===== config.mk =====
export PLATFORM = sky130hd
export DESIGN_NAME = rcn_slave_ram
export DESIGN_NICKNAME = d
export VERILOG_FILES = /design/src/rtl/rcn_pkg.sv /design/src/rtl/rcn_slave_ram.sv
export VERILOG_INCLUDE_DIRS = /design/src /design/src/rtl
export SDC_FILE = /design/constraint.sdc
export NUM_CORES = 1
export LEC_CHECK = 0
export BUFFER_PORTS_ARGS = -buffer_cell sky130_fd_sc_hd__buf_4
export CORE_MARGIN = 2
export CORE_UTILIZATION = 41
export CTS_CLUSTER_DIAMETER = 40
export CTS_CLUSTER_SIZE = 12
export DETAILED_ROUTE_END_ITERATION = 6
export GPL_ROUTABILITY_DRIVEN = 1
export PLACE_DENSITY = 0.81
export SLEW_MARGIN = 20
export SYNTH_ARGS = -nofsm -noshare
export SYNTH_HDL_FRONTEND = slang
export SYNTH_SLANG_ARGS = --single-unit

===== constraint.sdc =====
create_clock -name CLK -period 3.9 [get_ports CLK]
set_input_delay 0.39 -clock CLK [delete_from_list [all_inputs] [get_ports CLK]]
set_output_delay 0.39 -clock CLK [all_outputs]
set_load 0.1 [all_outputs]

===== src/rtl/rcn_cfg.svh =====
/*
 * Build-time constants for the RCN ring subsystem.
 * Include this where a master id, an address window or a RAM size is needed.
 */
`ifndef RCN_CFG_SVH
`define RCN_CFG_SVH

// Ring id of the single host master
`define RCN_MASTER_ID 6'd1

// Window mask applied to the 20-bit byte address
`define RCN_ADDR_MASK 20'hF0000

// Window bases of the two RAM slaves
`define RCN_RAM0_BASE 20'h10000
`define RCN_RAM1_BASE 20'h20000

// Word index width of each RAM, which gives 1024 words
`define RCN_RAM_AW 10

`endif

===== src/rtl/rcn_pkg.sv =====
/*
 * Types shared by the RCN ring master, slaves and top level.
 * One struct describes both request and response words on the ring.
 */
package rcn_pkg;

  // One 64-bit slot on the ring
  // Requests and responses keep the same field layout
  typedef struct packed {
    logic        valid;
    logic        req;
    logic [5:0]  src_id;
    logic [1:0]  seq;
    // Nonzero byte enables mark a write
    logic [3:0]  mask;
    // Word address, the byte address has two zero bits appended
    logic [17:0] addr;
    logic [31:0] data;
  } rcn_word_t;

  // Host command, a zero mask is a read
  typedef struct packed {
    logic [3:0]  mask;
    logic [17:0] addr;
    logic [31:0] data;
  } rcn_cmd_t;

  // Host response
  // Err is set when no slave claimed the request
  typedef struct packed {
    logic        err;
    logic [31:0] data;
  } rcn_rsp_t;

endpackage


===== src/rtl/rcn_slave_ram.sv =====
/*
 * RCN ring slave in front of a word RAM.
 * Requests inside the window become RAM accesses and leave as responses
 * two cycles later, all other words pass with the same delay.
 */
`timescale 1ns/100ps
`include "rcn_cfg.svh"

module rcn_slave_ram
#(
  parameter logic [19:0] ADDR_BASE = `RCN_RAM0_BASE,
  parameter logic [19:0] ADDR_MASK = `RCN_ADDR_MASK
)
(
  input  logic               CLK,
  input  logic               RST,
  input  rcn_pkg::rcn_word_t ring_in,
  output rcn_pkg::rcn_word_t ring_out,
  output logic               cs,
  output logic               we,
  output logic [17:0]        index,
  output logic [3:0]         byte_en,
  output logic [31:0]        wdata,
  input  logic [31:0]        rdata
);
  import rcn_pkg::*;

  // First stage holds the word while the RAM is addressed
  rcn_word_t din;
  // Second stage lines up with the RAM read data
  rcn_word_t din_d1;
  logic      hit_d1;
  logic      addr_hit;

  // Valid request whose byte address falls in this window
  assign addr_hit = din.valid && din.req &&
                    (({din.addr, 2'b00} & ADDR_MASK) == (ADDR_BASE & ADDR_MASK));

  // RAM port straight from the first stage
  assign cs      = addr_hit;
  assign we      = |din.mask;
  assign index   = din.addr;
  assign byte_en = din.mask;
  assign wdata   = din.data;

  always_ff @(posedge CLK or posedge RST)
  begin
    if (RST)
    begin
      din    <= '0;
      din_d1 <= '0;
      hit_d1 <= 1'b0;
    end
    else
    begin
      din    <= ring_in;
      din_d1 <= din;
      hit_d1 <= addr_hit;
    end
  end

  // A hit turns into a response carrying the old RAM word
  // Header, mask and address go out as they came in
  always_comb
  begin
    ring_out = din_d1;
    if (hit_d1)
    begin
      ring_out.req  = 1'b0;
      ring_out.data = rdata;
    end
  end

endmodule


# After elaboration in Yosys (flattened, before gate mapping)
# Cells that the tools add are included.
# Widths: inputs -> output; s select.
# word_totals
regBits,129
in_bits,98
output_inout_bits,120
# classes
n_eq_ne,1
mux,2
n_reduce_logical,3
# ops
cell,n
$mux 32,1
$eq 4x1->1 const B,1
$reduce_or 4->1,1
$logic_and 1x1->1,2
$mux 1,1

# Depth between registers and ports, before layout
# depth
word_depth,2
depth_mapped,3

# Worst setup path after synthesis
# Ideal clock, no wire load.
# synth_timing
path_kind,register to output
from,register din (netlist bit index[15])
to,output port cs
t_arrival_ns,2.598
setup_slack_ns,0.912
path_stages_with_launch,3
path_buffers,0
path_cell_list,dfrtp_1 nand4b_1 nor3_1
# synth_via
elab_chain_cells,2
# synth_lines
element,line,rtl
start: declaration,rcn_slave_ram.sv:29,rcn_word_t din;
start signal: assignment,rcn_slave_ram.sv:56,din <= ring_in;
$eq 4x1->1,rcn_slave_ram.sv:37,"(({din.addr, 2'b00} & ADDR_MASK) == (ADDR_BASE & ADDR_MASK));"
$logic_and 1x1->1,rcn_slave_ram.sv:36,assign addr_hit = din.valid && din.req &&
end: declaration,rcn_slave_ram.sv:19,"output logic cs,"
# No other way between the ends.

==> results.yml <==
status:
  status: "completed"
synthesis:
  synth_nets: 353
  yosys_warnings: 0
  netlist_area_um2: 4438
  yosysUniqueCellTypes: 11
  yosysSeqAreaShare: 0.7274
  syn_area_per_cell_um2: 17.40
  synth_cells: 255
  ys_ff_latch: 129
sta:
  rsz0062_at_grt: "no"
  max-slew-margin-rel: 0.3124
  finalSetupViolCount: 0
  worst_pin_slew_ns: 1.031
  setup_tns_ns: 0
  fin_worst_skew_ns: 0.008742
  hold_viol: 0
  fin_crit_ns: 2.596
  drv_slew: 0
  fin_crit_sh: 0.6657
  max_freq_mhz: 385.2
layout:
  syn2layout_area_growth_pct: 52.47
  fill_cells: 705
  post-route-util: 0.6496
  n_antenna_cell: 0
  fin_area_um2: 6766
  nNetsFinal: 565
  layout-drive-gt1-share: 0.5896
  fin_cells: 616
clock_network:
  postCtsResizedCells: 0
  cts.clk_slew.worst_paths_ns: 0.06
  cts_buffers: 17
  cts_root_buffer: "clkbuf_8"
  clk_latency_ns: 0.49
  clk_path_buf_depth: 2
  cts_tree: "yes"
  clock_sinks: 129
  cts-htree-levels: 4
  post_cts_buffers: 0
global_route:
  grt_pass1_wl_um: 14190
  antenna_found_initial: 0
  first_global_vias: 2863
  grt_usage: 0.1658
  grt_max_degree: 69
  grt.overflow.total: 0
die:
  rows: 37
  fp.dieH_um: 108.0
  die_area_um2: 11670
  start_util: 0.4261
  die_w_um: 108.0
  core_area_um2: 10420
  boundaryPins: 218
detailed_routing:
  drt_iter0_markers: 88
  topRoutingLayerUsed: "met4"
  wirelength_met1_um: 3380
  drc: 0
  wl_um: 9496
  firstDrtPassIters: 3
  dr_total_vias: 2566
  ant_nets: 0
  wl_per_cell_um: 15.42
  post_drt_via_cell_ratio: 4.166
  met2RoutedLength_um: 5151
  dr_wl_met3_um: 900
power_and_ir_drop:
  vdd_drop_max_v: 0.0003360
  clkPwrFrac: 0.402
  p_switching_uw: 1180
  power_density_nw_per_um2: 549.2
  power.leakage_uw: 0.003322
  p_int_uw: 2536
  seq_power_share: 0.387
  p_sw_frac: 0.3174
  pwr-share-comb: 0.211
worst_hold_path:
  min_path_type: "in2async"
worst_setup_path:
  cp.arrival_ns: 2.21
  path_class: "reg2out"
  crit_fanout: 33
  r2r-end: "hit_d1"
  crit_path_end: "ring_out[0]"
  rrSetupSlack_ns: 2.96
  crit_path_start_kind: "flip-flop"
  end_kind: "primary output"
  r2r_cells: 2
  r2r-start: "index[15]"
  startpoint: "hit_d1"
  worst_ep_required_time_ns: 3.51
placed_design:
  place_area_um2: 5552
  port_buffers: 217
  dpl.cell_count: 520
  gp_congestion: 0.7069
  place.detailed.hpwl_um: 6264
job:
  max_cap_violations: 0
## repair_timing
action                     4_1_cts  5_1_grt
setup endpoints to repair        0        0
hold endpoints to repair        64        0
hold buffers                    64        0
## critical path, stage by stage (launching register included)
cell and delay [ns]:
dfrtp_2 1.04, mux2_2 0.42, buf_4 0.23
## cell usage in the layout (no fill, tap or decap), drive strengths merged, types with 2 or more instances in the layout
| cell type | Yosys | routed |
|---|---|---|
| clkinv | 0 | 7 |
| dfrtp | 129 | 129 |
| bufinv | 0 | 2 |
| clkbuf | 0 | 18 |
| dlygate4sd3 | 0 | 64 |
| buf | 89 | 218 |
| inv | 1 | 5 |
| mux2 | 32 | 32 |
## cell type report
type,count,area [um^2],area share
Sequential cell,129,3229,0.4773
Inverter,1,6.256,0.0009246
Clock buffer,18,417.9,0.06176
Clock inverter,14,156.4,0.02311
Tap cell,136,170.2,0.02515
Multi-Input combinational cell,36,496.7,0.07341
Timing Repair Buffer,282,2290,0.3384
## routing by layer
layer,GRT usage,vias up
li1,-,1161
met1,0.1746,1264
met2,0.2929,136
met3,0.06691,5
met4,0.07051,0
met5,0,-
## logic make-up after synthesis
kind of cell           Yosys count  synth area share
buffers and inverters           90            0.1607
and+or+nand+nor                  4          0.006203
muxes                           32            0.1057
DFF                            129            0.7274
## synth_stat cells, drive strengths merged
cell	number	area, um^2
buf	89	709.4
dfrtp	129	3228
inv	1	3.750
mux2	32	469.2
nand4b	1	8.760
nor2b	1	6.260
nor3	1	5.000
or4	1	7.510
## sequential cells by signal (all words and copies together), names as in the netlist
register and cells:
wdata 32, hit_d1 1, index 18, din 10, byte_en 4, ring_out 31
din_d1 33
## power by group through the flow
stage | registers [uW] | logic (uW) | clock network (uW)
final | 1440 | 784 | 1490
after global routing | 1450 | 806 | 1610
after CTS | 1440 | 786 | 1530
after detailed placement | 1460 | 733 | 0
after global placement | 1460 | 729 | 0
after floorplan | 1450 | 613 | 0
## metrics by stage
step,hold WS [ns],setup WS (ns),power (uW)
2_1_floorplan,0.3312,0.06901,2062
3_3_place_gp,0.3321,1.823,2188
6_report,0.01287,1.304,3716
3_5_place_dp,0.3364,1.794,2196
5_1_grt,0.05753,1.196,3857
4_1_cts,0.03003,1.250,3757
## how the worst min path moves through the flow
stage / from / endpoint / slack (ns) / cells after the start
after detailed placement: din[59] / ring_out[59] / 0.34 / 0
after global routing: RST / ring_out[42] / 0.06 / 2
after global placement: din[59] / ring_out[59] / 0.33 / 0
after floorplan: din[54] / ring_out[54] / 0.33 / 0
final: RST / ring_out[50] / 0.01 / 2
after CTS: RST / ring_out[50] / 0.03 / 2
(Power assumes the default switching activity.)
