--- src/rtl/rcn_cfg.svh ---
/*
 * Build-time constants for the RCN ring subsystem.
 * Include this where a master id, an address window or a RAM size is needed.
 */
`ifndef RCN_CFG_SVH
`define RCN_CFG_SVH

// Ring id of the single host master
`define RCN_MASTER_ID 6'd1

// Window mask applied to the 20-bit byte address
`define RCN_ADDR_MASK 20'hF0000

// Window bases of the two RAM slaves
`define RCN_RAM0_BASE 20'h10000
`define RCN_RAM1_BASE 20'h20000

// Word index width of each RAM, which gives 1024 words
`define RCN_RAM_AW 10

`endif
--- src/rtl/rcn_pkg.sv ---
/*
 * Types shared by the RCN ring master, slaves and top level.
 * One struct describes both request and response words on the ring.
 */
package rcn_pkg;

  // One 64-bit slot on the ring
  // Requests and responses keep the same field layout
  typedef struct packed {
    logic        valid;
    logic        req;
    logic [5:0]  src_id;
    logic [1:0]  seq;
    // Nonzero byte enables mark a write
    logic [3:0]  mask;
    // Word address, the byte address has two zero bits appended
    logic [17:0] addr;
    logic [31:0] data;
  } rcn_word_t;

  // Host command, a zero mask is a read
  typedef struct packed {
    logic [3:0]  mask;
    logic [17:0] addr;
    logic [31:0] data;
  } rcn_cmd_t;

  // Host response
  // Err is set when no slave claimed the request
  typedef struct packed {
    logic        err;
    logic [31:0] data;
  } rcn_rsp_t;

endpackage

--- src/rtl/rcn_master.sv ---
/*
 * Single host master on the RCN ring.
 * Takes one command at a time, injects it into a free slot and
 * retires the matching word when it comes back around the loop.
 */
`timescale 1ns/100ps
`include "rcn_cfg.svh"

module rcn_master
#(
  parameter logic [5:0] MASTER_ID = `RCN_MASTER_ID
)
(
  input  logic               CLK,
  input  logic               RST,
  input  logic               cmd_valid,
  input  rcn_pkg::rcn_cmd_t  cmd,
  input  rcn_pkg::rcn_word_t ring_in,
  output rcn_pkg::rcn_word_t ring_out,
  output logic               busy,
  output logic               rsp_valid,
  output rcn_pkg::rcn_rsp_t  rsp
);
  import rcn_pkg::*;

  // Command held while it waits for a slot and travels the ring
  rcn_cmd_t   cmd_q;
  rcn_word_t  req_word;

  // Pending means taken but not yet on the ring
  logic       pending;
  // Inflight means injected and not yet returned
  logic       inflight;
  logic [1:0] seq;

  logic       cmd_take;
  logic       inject;
  logic       own_word;
  logic       ret_hit;

  // Host strobes are ignored while a transaction is open
  assign cmd_take = cmd_valid && !busy;

  // Only an empty incoming slot may be replaced by a new request
  assign inject = pending && !ring_in.valid;

  // Any word carrying this id is taken off the ring
  assign own_word = ring_in.valid && (ring_in.src_id == MASTER_ID);

  // Only the current tag ends the open transaction, a stale tag is dropped silently
  assign ret_hit = own_word && inflight && (ring_in.seq == seq);

  // Request word built from the held command
  always_comb
  begin
    req_word.valid  = 1'b1;
    req_word.req    = 1'b1;
    req_word.src_id = MASTER_ID;
    req_word.seq    = seq;
    req_word.mask   = cmd_q.mask;
    req_word.addr   = cmd_q.addr;
    req_word.data   = cmd_q.data;
  end

  // Control state and the outgoing ring register
  always_ff @(posedge CLK or posedge RST)
  begin
    if (RST)
    begin
      pending   <= 1'b0;
      inflight  <= 1'b0;
      seq       <= 2'd0;
      busy      <= 1'b0;
      rsp_valid <= 1'b0;
      ring_out  <= '0;
    end
    else
    begin
      rsp_valid <= ret_hit;

      // Busy rises the cycle after the take and falls after the response pulse
      if (cmd_take)
      begin
        busy <= 1'b1;
      end
      else if (rsp_valid)
      begin
        busy <= 1'b0;
      end

      if (cmd_take)
      begin
        pending <= 1'b1;
      end
      else if (inject)
      begin
        pending <= 1'b0;
      end

      if (inject)
      begin
        inflight <= 1'b1;
      end
      else if (ret_hit)
      begin
        inflight <= 1'b0;
      end

      // The next command gets a fresh tag
      if (ret_hit)
      begin
        seq <= seq + 2'd1;
      end

      // Own words leave an empty slot behind
      // Foreign traffic is forwarded as it arrived
      if (own_word)
      begin
        ring_out <= '0;
      end
      else if (inject)
      begin
        ring_out <= req_word;
      end
      else
      begin
        ring_out <= ring_in;
      end
    end
  end

  // Payload registers for the command and the response
  always_ff @(posedge CLK)
  begin
    if (cmd_take)
    begin
      cmd_q <= cmd;
    end

    // A word that comes back still marked as a request found no slave
    if (ret_hit)
    begin
      rsp.err  <= ring_in.req;
      rsp.data <= ring_in.req ? 32'd0 : ring_in.data;
    end
  end

endmodule

--- config.mk ---
export PLATFORM = sky130hd
export DESIGN_NAME = rcn_master
export DESIGN_NICKNAME = d
export VERILOG_FILES = /design/src/rtl/rcn_pkg.sv /design/src/rtl/rcn_master.sv
export VERILOG_INCLUDE_DIRS = /design/src /design/src/rtl
export SDC_FILE = /design/constraint.sdc
export NUM_CORES = 1
export LEC_CHECK = 0
export BUFFER_PORTS_ARGS = -buffer_cell sky130_fd_sc_hd__buf_2
export CELL_PAD_IN_SITES_DETAIL_PLACEMENT = 1
export CELL_PAD_IN_SITES_GLOBAL_PLACEMENT = 2
export CORE_MARGIN = 4
export CORE_UTILIZATION = 33
export CTS_CLUSTER_SIZE = 8
export DETAILED_ROUTE_END_ITERATION = 12
export PLACE_DENSITY = 0.95
export SYNTH_ARGS = -nofsm -noshare
export SYNTH_HDL_FRONTEND = slang
export SYNTH_SLANG_ARGS = --single-unit
--- constraint.sdc ---
create_clock -name CLK -period 10.25 [get_ports CLK]
set_clock_uncertainty 0.05 [all_clocks]
set_input_delay 1.5375 -clock CLK [delete_from_list [all_inputs] [get_ports CLK]]
set_output_delay 1.5375 -clock CLK [all_outputs]
set_load 0.02 [all_outputs]
After elaboration in Yosys (flattened, before gate mapping)
Cells that the tools add are included.

storage, ports and cells
  flip-flop bits (word level) = 157
  bits in latches = 0
  bits in writable memories = 0
  bits in read-only memories = 0
  input bits = 121
  output and inout port bits = 99
  word-level logic and storage cells = 38
  memories kept = 0

operators by class
  $add $sub $neg = 1
  multipliers = 0
  divide/modulo/power cells = 0
  $lt $le $gt $ge = 0
  equality and inequality tests = 2
  shift operators = 0
  multiplexer cells = 8
  bitwise logic cells = 0
  reduce and logical (&&, ||, !) cells = 10

operators by type and width
  kind                                           number
  two-way mux 64 bit                             2
  == test 6 x 1 -> 1 bit, second input constant  1
  two-way mux 1 bit                              6
  nonzero test 2 bit                             3
  logical AND 1 bit                              5
  adder 2 x 1 -> 2 bit, second input constant    1
  == test 2 bit                                  1
  zero test 1 bit                                2

Logic depth before layout (Yosys ltp)
Gate-level depths: netlist (run 1).

  depth after elaboration = 6
  gate-level depth with buffers = 6
  gate-level depth less buffers = 3

Least setup slack after synthesis (run 1)
OpenSTA, ideal clock, no wires.

  path kind = input to register
  from = in cmd_valid
  to = reg cmd_q[0] (netlist name), enable pin
  setup time = 0.473 ns
  data arrival time = 3.957 ns
  required time = 9.727 ns
  setup slack = 5.770 ns
  cell stages on the path = 1
  path buffers = 0
  cells stage by stage = nor2b_1

between the ends
  word-level cells in the longest chain between the ends = 1

RTL lines
  item                  RTL line           RTL
  from (decl)           rcn_master.sv:16   input logic cmd_valid,
  logical AND 1 bit     rcn_master.sv:42   assign cmd_take = cmd_valid && !busy;
  to (signal assigned)  rcn_master.sv:137  cmd_q <= cmd;
  to (decl)             rcn_master.sv:27   rcn_cmd_t cmd_q;

No other way between the ends.
A chain may end at the register's enable or synchronous reset.

Final worst setup path (run 1)
  from = in ring_in[58] (netlist name)
  to = reg rsp[31] (netlist name), enable pin

between the ends
  word-level cells in the longest chain between the ends = 4

RTL lines
  item                            RTL line          RTL
  from (decl)                     rcn_master.sv:18  input rcn_pkg::rcn_word_t ring_in,
  == test 6 x 1 -> 1 bit          rcn_master.sv:48  assign own_word = ring_in.valid && (ring_in.src_id == MASTER_ID);
  logical AND 1 bit               rcn_master.sv:48
  logical AND 1 bit (2 in a row)  rcn_master.sv:51  assign ret_hit = own_word && inflight && (ring_in.seq == seq);
  via ret_hit                     rcn_master.sv:39  logic ret_hit;
  to (decl)                       rcn_master.sv:22  output rcn_pkg::rcn_rsp_t rsp

The timed path passes the listed nets, and every way through them passes these cells.

==> results of run 1 <==
final cells by class:
cell class              instances  share of cell area
inverters                       3            0.001656
repair buffers                224              0.1500
well taps                     220             0.03642
clock inverters                12             0.02136
flip-flops and latches        157              0.5775
clock buffers                  20             0.05911
multi-input cells             231              0.1540
kinds of logic (layout without fill, tap and decap cells):
logic type	after synthesis	in the layout	synth area share
flops	157	157	0.7736
buf+inv	26	259	0.02351
compound gates	61	61	0.06188
mux	2	2	0.003549
xor+xnor	2	2	0.003105
simple gates	166	166	0.1344
power by group:
group / internal [mW] / switching, mW
combinational: 0.0389 / 0.0553
sequential: 0.683 / 0.00549
clock: 0.392 / 0.255
how the worst max path moves through the flow:
stage / startpoint / end / cells past startpoint
after floorplan: cmd_valid / cmd_q[0]$_DFFE_PP_ / 1
after global placement: ring_in[58] / rsp[18]$_SDFFCE_PP0P_ / 4
after detailed placement: ring_in[58] / rsp[17]$_SDFFCE_PP0P_ / 4
after CTS: ring_in[58] / rsp[11]$_SDFFCE_PP0P_ / 4
after global routing: ring_in[58] / rsp[31]$_SDFFCE_PP0P_ / 4
final: ring_in[58] / rsp[31]$_SDFFCE_PP0P_ / 4
layout by cell type, fill, tap and decap left out:
cell type,n
buf_2,219
nand2_1,115
edfxtp_1,87
dfrtp_1,70
a21oi_1,47
nor2b_1,32
clkbuf_16,17
a21oi_2,10
and2_1,5
buf_4,5
nor2_1,4
clkinv_4,3
clkinvlp_4,3
bufinv_16,3
nor2b_4,2
o21ai_0,2
xor2_1,2
clkinv_2,2
inv_1,2
mux2i_1,2
clkbuf_1,2
inv_6,2
nand2b_2,1
or4_4,1
nand3b_1,1
nor2_4,1
and3_2,1
nand3_1,1
nor3_1,1
o41ai_1,1
a21o_1,1
nor4b_2,1
clkbuf_8,1
synthesized netlist by cell type, types with 3 or more instances:
cell	number
nand2_1	115
inv_1	3
clkbuf_1	9
nor2b_1	34
edfxtp_1	87
buf_2	4
dfrtp_1	70
buf_1	6
a21oi_1	47
buf_6	4
and2_1	5
a21oi_2	10
nor2_1	4
worst register-to-register path: stages, from the launching register on:
cell,delay [ps]
dfrtp_1,430
nor2b_4,710
buf_4,510
flip-flops by register name (all words and copies together) (netlist names):
register and count:
pending 1, seq 2, cmd_q 54, ring_out 64, rsp 33, inflight 1, busy 1, rsp_valid 1
per-stage QoR:
stage	utilization	power, mW
floorplan	-	0.7466
global placement	0.4176	0.7929
detailed placement	0.4176	0.7976
CTS	0.4541	1.449
global route	0.4541	1.488
finish	0.4541	1.430
layer usage:
| metal | track usage | vias up |
|---|---|---|
| met1 | 0.1897 | 1908 |
| met3 | 0.04931 | 17 |
| met4 | 0.05355 | 0 |
| met5 | 0 | - |
| met2 | 0.2780 | 159 |
| li1 | - | 1835 |
==> metrics.yaml, run 1 <==
placed_design:
  place_area_um2: 6949
  io_buffer_count: 219
  pre_cts_ws_ps: 6690
  placed_cells: 835
  hpwl_mm: 10.65
  gp_congestion: 0.7631
worst_hold_path:
  hold_depth: 1
  min_to: "busy$_DFFE_PP0P_"
  min-delay-start: "rsp_valid$_DFF_PP0_"
  min_path_type: "flop to flop"
sta:
  min_period_ps: 3111
  tns_ps: 0
  setup_ws_ps: 7139
  period_share: 0.3035
  whs_ps: 418.8
  grt_setup_unrepaired: "no"
  slew_violations: 0
  worst_pin_slew_ps: 946.4
  timing.fmax_mhz: 321.5
  hold_viol: 0
  finalSetupViolCount: 0
  slew_headroom: 0.3691
routing:
  ant_nets: 0
  vias_per_cell: 4.520
  dr.max_layer_used: "met4"
  drtPass1Iterations: 4
  wl_met3_mm: 1.063
  dr_wl_met2_mm: 7.748
  wl_per_cell_um: 17.53
  wl_mm: 15.20
  dr.first_iter.drc_count: 162
  vias: 3919
  wl_met1_mm: 6.185
  drc_errors: 0
cts:
  hold_buffers: 0
  clk_pin_slew_worst_paths_ps: 60
  clock_latency_ps: 410
  cts_made_buffers: 17
  post_cts_buffers: 0
  h-tree-depth: 4
  cts_sinks: 157
  cts_buffer_depth: 2
  cts_tree: "yes"
  post_cts_resized: 0
  cts_root_buf: "clkbuf_16"
global_route:
  grt_antenna_before_repair: 0
  grt_max_degree: 71
  overflow: 0
  grt_pass1_vias: 4436
  grt_pass1_wl_mm: 24.25
  grt_use_total: 0.1600
die:
  die_h_um: 138.8
  die-area_um2: 19250
  die_w_um: 138.8
  rows: 47
  initial_core_util: 0.3390
  coreArea_um2: 16640
  num_io_pins: 220
setup_path:
  rr_startpoint: "busy$_DFFE_PP0P_"
  critPathTopFamily: "simple AND/OR/NAND/NOR gates"
  crit_type: "input port to flop"
  path_cells: "buf_2 > or4_4 > nor2_4 > and3_2"
  crit_path_end_kind: "flop"
  crit_slowest_cell: "and3_2"
  reg2reg_depth: 2
  r2r_setup_slack_ps: 8200
  start_kind: "input port"
  crit_required_ps: 10240
  rr_endpoint: "cmd_q[27]$_DFFE_PP_"
  crit_fanout: 34
  crit_buf_inv: 1
  slowest_delay_ps: 700
  arrival_ps: 3100
final_layout:
  syn_to_final_growth_pct: 33.95
  nets: 755
  layout-drive-gt1-share: 0.4204
  post-route-cell-area_um2: 7557
  regArea_um2: 4364
  fill_cells: 1849
  diodes: 0
  final_cell_count_no_fill: 867
  multi_input_area_um2: 1164
yosys:
  postSynthCellCount: 414
  ys_warn_count: 0
  ys_seq_area_frac: 0.7736
  yosys-top-cells-area: "edfxtp_1, dfrtp_1, nand2_1, a21oi_1, nor2b_1"
  synth_top_cell_area_share: 0.4631
  synth_edf_count: 87
  ys_ff_latch: 157
  syn_nets: 535
  netlist_area_um2: 5642
  synth_flop_cell: "edfxtp_1"
  synth_area_leader_cell: "edfxtp_1"
  async_flop_share: 0.4459
  synth_cell_types: 26
  avgSynthCellArea_um2: 13.63
pwr:
  power_density_nw_per_um2: 189.2
  max-vdd-ir-drop_mv: 0.09728
  p_leak_nw: 3.280
flow_run:
  cap_violations: 0
run_status:
  status: "finished clean"
Power figures use the tool's default switching activity.
==> run 2, diff against run 1 <==
--- a/config.mk
+++ b/config.mk
@@ -10,10 +10,10 @@
 export CELL_PAD_IN_SITES_DETAIL_PLACEMENT = 1
 export CELL_PAD_IN_SITES_GLOBAL_PLACEMENT = 2
 export CORE_MARGIN = 4
-export CORE_UTILIZATION = 33
+export CORE_UTILIZATION = 28
 export CTS_CLUSTER_SIZE = 8
 export DETAILED_ROUTE_END_ITERATION = 12
-export PLACE_DENSITY = 0.95
+export PLACE_DENSITY = 0.88
 export SYNTH_ARGS = -nofsm -noshare
 export SYNTH_HDL_FRONTEND = slang
 export SYNTH_SLANG_ARGS = --single-unit
==> constraint.sdc (replaced) <==
create_clock -name CLK -period 2.7 [get_ports CLK]
set_clock_uncertainty 0.05 [all_clocks]
set_input_delay 0.405 -clock CLK [delete_from_list [all_inputs] [get_ports CLK]]
set_output_delay 0.405 -clock CLK [all_outputs]
set_load 0.02 [all_outputs]
==> run 2 against run 1 <==
Compared with the run above: critical path depth is the same; wire length is 0.23% higher; non-clock buffer count increased by 2; combinational power increased to 3.8 times the previous value; largest cell class unchanged; sequential share of layout area fell by 0.61 points.
==> metrics.yaml, run 2 (synthesis gave the netlist of run 1 again) <==
placed_design:
  gp_congestion: 0.7830  # was 0.7631
  io_buffer_count: 219  # unchanged
  place_area_um2: 7083  # was 6949 um2
  hpwl_mm: 10.55  # was 10.65 mm
die:
  num_io_pins: 220  # unchanged
  rows: 51  # was 47
  coreArea_um2: 19650  # was 16640 um2
  die_w_um: 149.9  # was 138.8 um
  die_h_um: 149.9  # was 138.8 um
  die-area_um2: 22480  # was 19250 um2
  initial_core_util: 0.2871  # was 0.3390
cts:
  clk_pin_slew_worst_paths_ps: 70  # was 60 ps
  cts_made_buffers: 17  # unchanged
  cts_root_buf: "clkbuf_16"  # unchanged
  post_cts_resized: 0  # unchanged
  cts_buffer_depth: 2  # unchanged
  hold_buffers: 0  # unchanged
  clock_latency_ps: 410  # about the same
  post_cts_buffers: 0  # unchanged
  h-tree-depth: 4  # unchanged
  cts_tree: "yes"  # unchanged
  cts_sinks: 157  # unchanged
pwr:
  power_frac_comb: 0.069  # was 0.066
  max-vdd-ir-drop_mv: 0.3929  # was 0.09728 mV
  internal_power_mw: 4.000  # was 1.114 mW
  power_density_nw_per_um2: 683.4  # was 189.2 nW/um2
  power_mw: 5.219  # was 1.430 mW
  power_frac_clock: 0.431  # was 0.453
  p_leak_nw: 3.291  # was 3.280 nW
  pwr-share-seq: 0.500  # was 0.481
  swShare: 0.2336  # was 0.2208
  power.switching_mw: 1.219  # was 0.3158 mW
worst_hold_path:
  min_path_type: "input port to asynchronous set/reset pin"  # was flop to flop
final_layout:
  diodes: 0  # unchanged
  largest_reg_flops: 64  # unchanged
  syn_to_final_growth_pct: 35.37  # was 33.95%
  regMostFlops: "ring_out"  # unchanged
  layout-drive-gt1-share: 0.4237  # was 0.4204
  final_core_util: 0.3886  # was 0.4541
  top_regs: "ring_out: 64 flops, cmd_q: 54 flops, rsp: 33 flops"  # unchanged
  post-route-cell-area_um2: 7637  # was 7557 um2
  nets: 757  # was 755
  final_common_cell: "buf_2"  # unchanged
  final_cell_mix: "buf_2, nand2_1, edfxtp_1"  # unchanged
setup_path:
  arrival_ps: 1930  # was 3100 ps
  r2r_setup_slack_ps: 1040  # was 8200 ps
  start_kind: "flop"  # was input port
  reg2reg_depth: 4  # was 2
  crit_fanout: 33  # was 34
  rr_endpoint: "ring_out[26]$_DFF_PP0_"  # was cmd_q[27]$_DFFE_PP_
  crit_path_end_kind: "flop"  # unchanged
  crit_end: "ring_out[26]$_DFF_PP0_"  # was rsp[31]$_SDFFCE_PP0P_
  startpoint: "pending$_DFFE_PP0P_"  # was ring_in[58]
  crit_type: "flop to flop"  # was input port to flop
  rr_startpoint: "pending$_DFFE_PP0P_"  # was busy$_DFFE_PP0P_
  crit_required_ps: 2970  # was 10240 ps
global_route:
  gr-usage-met3: 0.04936  # was 0.04931
  grt_max_degree: 71  # unchanged
  grt_pass1_vias: 4094  # was 4436
  overflow: 0  # unchanged
  grt_pass1_wl_mm: 23.03  # was 24.25 mm
  use_met1: 0.1667  # was 0.1897
  gr-usage-met2: 0.2244  # was 0.2780
  grt_use_total: 0.1357  # was 0.1600
  grt_antenna_before_repair: 3  # was 0
  busiest_layer: "met2"  # unchanged
routing:
  wl_mm: 15.23  # was 15.20 mm
  ant_nets: 0  # unchanged
  vias: 3898  # was 3919
  wl_per_cell_um: 16.67  # was 17.53 um
  dr.first_iter.drc_count: 115  # was 162
  vias_per_cell: 4.265  # was 4.520
  drc_errors: 0  # unchanged
  drtPass1Iterations: 4  # unchanged
sta:
  period_share: 0.6144
  timing.fmax_mhz: 602.8
  tns_ps: 0  # unchanged
  hold_viol: 0  # unchanged
  slew_violations: 0  # unchanged
  whs_ps: 2.653  # was 418.8 ps
  slew_headroom: 0.5087  # was 0.3691
  finalSetupViolCount: 0  # unchanged
  worst_pin_slew_ps: 736.9  # was 946.4 ps
  grt_setup_unrepaired: "no"  # unchanged
  min_period_ps: 1659
flow_run:
  cap_violations: 0  # unchanged
run_status:
  status: "finished clean"  # unchanged
run 2: cell count changes in the layout (fill, tap and decap cells not counted):
cell | previous run | this run
clkinv_4 | 3 | 2
clkbuf_1 | 2 | 0
bufinv_16 | 3 | 0
clkinv_1 | 0 | 1
inv_8 | 0 | 1
buf_4 | 5 | 2
clkbuf_8 | 1 | 3
buf_12 | 0 | 5
clkinv_2 | 2 | 4
run 2: per-stage QoR:
stage | std cells | setup slack (ps)
4_1_cts | 914 | 1022
6_report | 914 | 1041
3_5_place_dp | 882 | 624.7
2_1_floorplan | 414 | 51.74
5_1_grt | 914 | 902.8
3_3_place_gp | 882 | 661.0
run 2: metal layers:
metal  share of wire  vias up
met5          0.0023        -
met4           0.012        6
met3           0.085       18
met2            0.48      144
met1            0.42     1888
li1                -     1842
run 2: area by class of cell:
class	instances	area, um2
timing repair buffer	226	1211
fill	2179	12020
sequential	157	4364
tap	265	331.6
clock buffer	20	466.7
multi-input combinational	231	1164
clock inverter	12	87.58
inverter	3	12.51
run 2: power groups by stage:
stage               logic (mW)  clock network [mW]  registers (mW)
global placement         0.358                   0            2.66
floorplan                0.103                   0            2.73
global route             0.399                2.43            2.62
detailed placement       0.366                   0            2.66
CTS                      0.368                2.32            2.61
finish                   0.358                2.25            2.61
run 2: how the worst min path moves through the flow:
stage,cells after the start,slack [ps],to
finish,3,3,ring_out[50]$_DFF_PP0_
global route,3,30,ring_out[50]$_DFF_PP0_
CTS,3,20,ring_out[45]$_DFF_PP0_
detailed placement,1,430,busy$_DFFE_PP0P_
global placement,1,410,busy$_DFFE_PP0P_
floorplan,2,430,ring_out[0]$_DFF_PP0_
run 2: worst max-delay path, cell delays in order, from the launching register on:
cell and delay (ps):
dfrtp_1 410, nand2b_2 540, buf_12 280, nand2_1 90, a21oi_1 180
==> run 3, diff against run 2 <==
--- a/config.mk
+++ b/config.mk
@@ -10,10 +10,10 @@
 export CELL_PAD_IN_SITES_DETAIL_PLACEMENT = 1
 export CELL_PAD_IN_SITES_GLOBAL_PLACEMENT = 2
 export CORE_MARGIN = 4
-export CORE_UTILIZATION = 28
+export CORE_UTILIZATION = 31
 export CTS_CLUSTER_SIZE = 8
 export DETAILED_ROUTE_END_ITERATION = 12
-export PLACE_DENSITY = 0.88
+export PLACE_DENSITY = 0.91
 export SYNTH_ARGS = -nofsm -noshare
 export SYNTH_HDL_FRONTEND = slang
 export SYNTH_SLANG_ARGS = --single-unit
==> constraint.sdc (replaced) <==
create_clock -name CLK -period 1.6 [get_ports CLK]
set_clock_uncertainty 0.05 [all_clocks]
set_input_delay 0.24 -clock CLK [delete_from_list [all_inputs] [get_ports CLK]]
set_output_delay 0.24 -clock CLK [all_outputs]
set_load 0.02 [all_outputs]
==> run 3 against run 2 <==
Compared with the run above: die area down 9.2%; non-clock buffer count increased by 68; clock-buffer cell count rose by 2; clock power grew 65%; wire length up 6.4%; sequential power increased by 69%; combinational power increased by 110%; cell count up 3.5%; flip-flop and latch count stayed put; highest routed layer is now met4.
==> metrics.yaml, run 3 (synthesis gave the netlist of run 1 again) <==
die:
  num_io_pins: 220  # unchanged
  coreArea_um2: 17900  # was 19650 um2
  initial_core_util: 0.3151  # was 0.2871
  die_h_um: 142.9  # was 149.9 um
  rows: 49  # was 51
  die-area_um2: 20420  # was 22480 um2
  die_w_um: 142.9  # was 149.9 um
cts:
  post_cts_resized: 0  # unchanged
  clock_latency_ps: 410  # about the same
  post_cts_buffers: 0  # unchanged
  h-tree-depth: 4  # unchanged
  cts_made_buffers: 17  # unchanged
  cts_sinks: 157  # unchanged
  cts_buffer_depth: 2  # unchanged
  clk_pin_slew_worst_paths_ps: 60  # was 70 ps
  cts_tree: "yes"  # unchanged
  cts_root_buf: "clkbuf_16"  # unchanged
  hold_buffers: 61  # was 0
sta:
  finalSetupViolCount: 0  # unchanged
  min_period_ps: 1544
  grt_setup_unrepaired: "no"  # unchanged
  hold_viol: 0  # unchanged
  period_share: 0.9647
  whs_ps: 22.64  # was 2.653 ps
  worst_pin_slew_ps: 403.3  # was 736.9 ps
  timing.fmax_mhz: 647.9
  slew_headroom: 0.7311  # was 0.5087
  slew_violations: 0  # unchanged
routing:
  ant_nets: 0  # unchanged
  vias: 4232  # was 3898
  wl_mm: 16.21  # was 15.23 mm
  wl_per_cell_um: 17.13  # was 16.67 um
  drtPass1Iterations: 4  # unchanged
  wl_met3_mm: 1.107  # was 1.302 mm
  vias_per_cell: 4.474  # was 4.265
  wl_met1_mm: 6.388  # was 6.405 mm
  dr.max_layer_used: "met4"  # was met5
  dr_wl_met2_mm: 8.327  # was 7.310 mm
  drc_errors: 0  # unchanged
  dr.first_iter.drc_count: 95  # was 115
setup_path:
  arrival_ps: 1610  # was 1930 ps
  start_kind: "input port"  # was flop
  crit_fanout: 21  # was 33
  slowest_delay_ps: 530  # was 540 ps
  crit_slowest_cell: "dlygate4sd3_1"  # was nand2b_2
  path_cells: "dlygate4sd3_1 > buf_2 > xor2_1 > nor2_1 > and3_4 > buf_12"  # was nand2b_2 > buf_12 > nand2_1 > a21oi_1
  crit_type: "input port to flop"  # was flop to flop
  crit_required_ps: 1670  # was 2970 ps
  crit_path_end_kind: "flop"  # unchanged
placed_design:
  io_buffer_count: 219  # unchanged
  hpwl_mm: 10.93  # was 10.55 mm
  gp_congestion: 0.7604  # was 0.7830
worst_hold_path:
  min_path_type: "input port to flop"  # was input port to asynchronous set/reset pin
pwr:
  p_leak_nw: 3.562  # was 3.291 nW
  power_density_nw_per_um2: 1073  # was 683.4 nW/um2
  max-vdd-ir-drop_mv: 0.6867  # was 0.3929 mV
final_layout:
  final_cell_mix: "buf_2, nand2_1, edfxtp_1"  # unchanged
  final_core_util: 0.4619  # was 0.3886
  top_regs: "ring_out: 64 flops, cmd_q: 54 flops, rsp: 33 flops"  # unchanged
  regMostFlops: "ring_out"  # unchanged
  nets: 825  # was 757
  diodes: 0  # unchanged
  layout-drive-gt1-share: 0.3877  # was 0.4237
  syn_to_final_growth_pct: 46.57  # was 35.37%
  largest_reg_flops: 64  # unchanged
  final_common_cell: "buf_2"  # unchanged
global_route:
  grt_max_degree: 71  # unchanged
  grt_pass1_wl_mm: 25.14  # was 23.03 mm
  grt_use_total: 0.1619  # was 0.1357
  overflow: 0  # unchanged
  grt_pass1_vias: 4706  # was 4094
  grt_antenna_before_repair: 0  # was 3
flow_run:
  cap_violations: 0  # unchanged
run_status:
  status: "finished clean"  # unchanged
==> run 3: cell count changes in the layout (fill, tap and decap cells not counted), moves of 2 or more <==
| cell | delta |
|---|---|
| clkinvlp_4 | +2 |
| clkinv_4 | -2 |
| buf_4 | +5 |
| buf_12 | +2 |
| clkbuf_8 | -3 |
| clkinv_2 | -2 |
| dlygate4sd3_1 | +61 |
| clkbuf_1 | +5 |
==> run 3: through the flow <==
stage	setup slack [ps]	cell area, um2	power (mW)	cells	TNS, ps
after floorplan	-330.0	5659	4.784	414	-20550
after global placement	-165.0	7123	5.101	853	-7039
after detailed placement	-245.4	7123	5.129	853	-11150
after CTS	65.41	8269	8.978	946	0
after global routing	28.60	8269	9.261	946	0
final	56.45	8269	8.869	946	0
==> run 3: layout make-up <==
class	instances	area, um2
clock buffer	22	444.2
clock inverter	10	91.34
fill	1942	9633
inverter	3	15.01
multi-input combinational	231	1167
sequential	157	4365
tap	229	286.5
timing repair buffer	294	1899
==> run 3: power by group <==
group | switching [mW] | internal, mW | leakage, nW
combinational | 0.387 | 0.360 | 1.71
sequential | 0.0355 | 4.38 | 1.60
clock | 1.57 | 2.14 | 0.249
total | 1.99 | 6.88 | 3.56
==> run 3: path summary, 6_finish.rpt <==
kind | from | endpoint | slack (ps) | cells after the start
worst max-delay path | ring_in[55] | rsp[18]$_SDFFCE_PP0P_ | 60 | 6
worst min-delay path | ring_in[53] | ring_out[53]$_DFF_PP0_ | 20 | 3
worst max register to register | seq[1]$_DFFE_PP0P_ | rsp[18]$_SDFFCE_PP0P_ | 140 | 4
worst min register to register | rsp_valid$_DFF_PP0_ | busy$_DFFE_PP0P_ | 440 | 1
max in group asynchronous | RST | busy$_DFFE_PP0P_ | 730 | 4
min in group asynchronous | RST | ring_out[61]$_DFF_PP0_ | 430 | 4
==> run 3: per-layer routing <==
layer,global-route usage,vias to the layer above
met4,0.05953,0
li1,-,1977
met2,0.2898,167
met3,0.04655,25
met1,0.1835,2063
met5,0,-
==> run 3: worst max-delay path: cells and delay by family <==
family,cells,cell delay [ps]
buf+inv,3,840
simple gates,2,340
xor+xnor,1,170
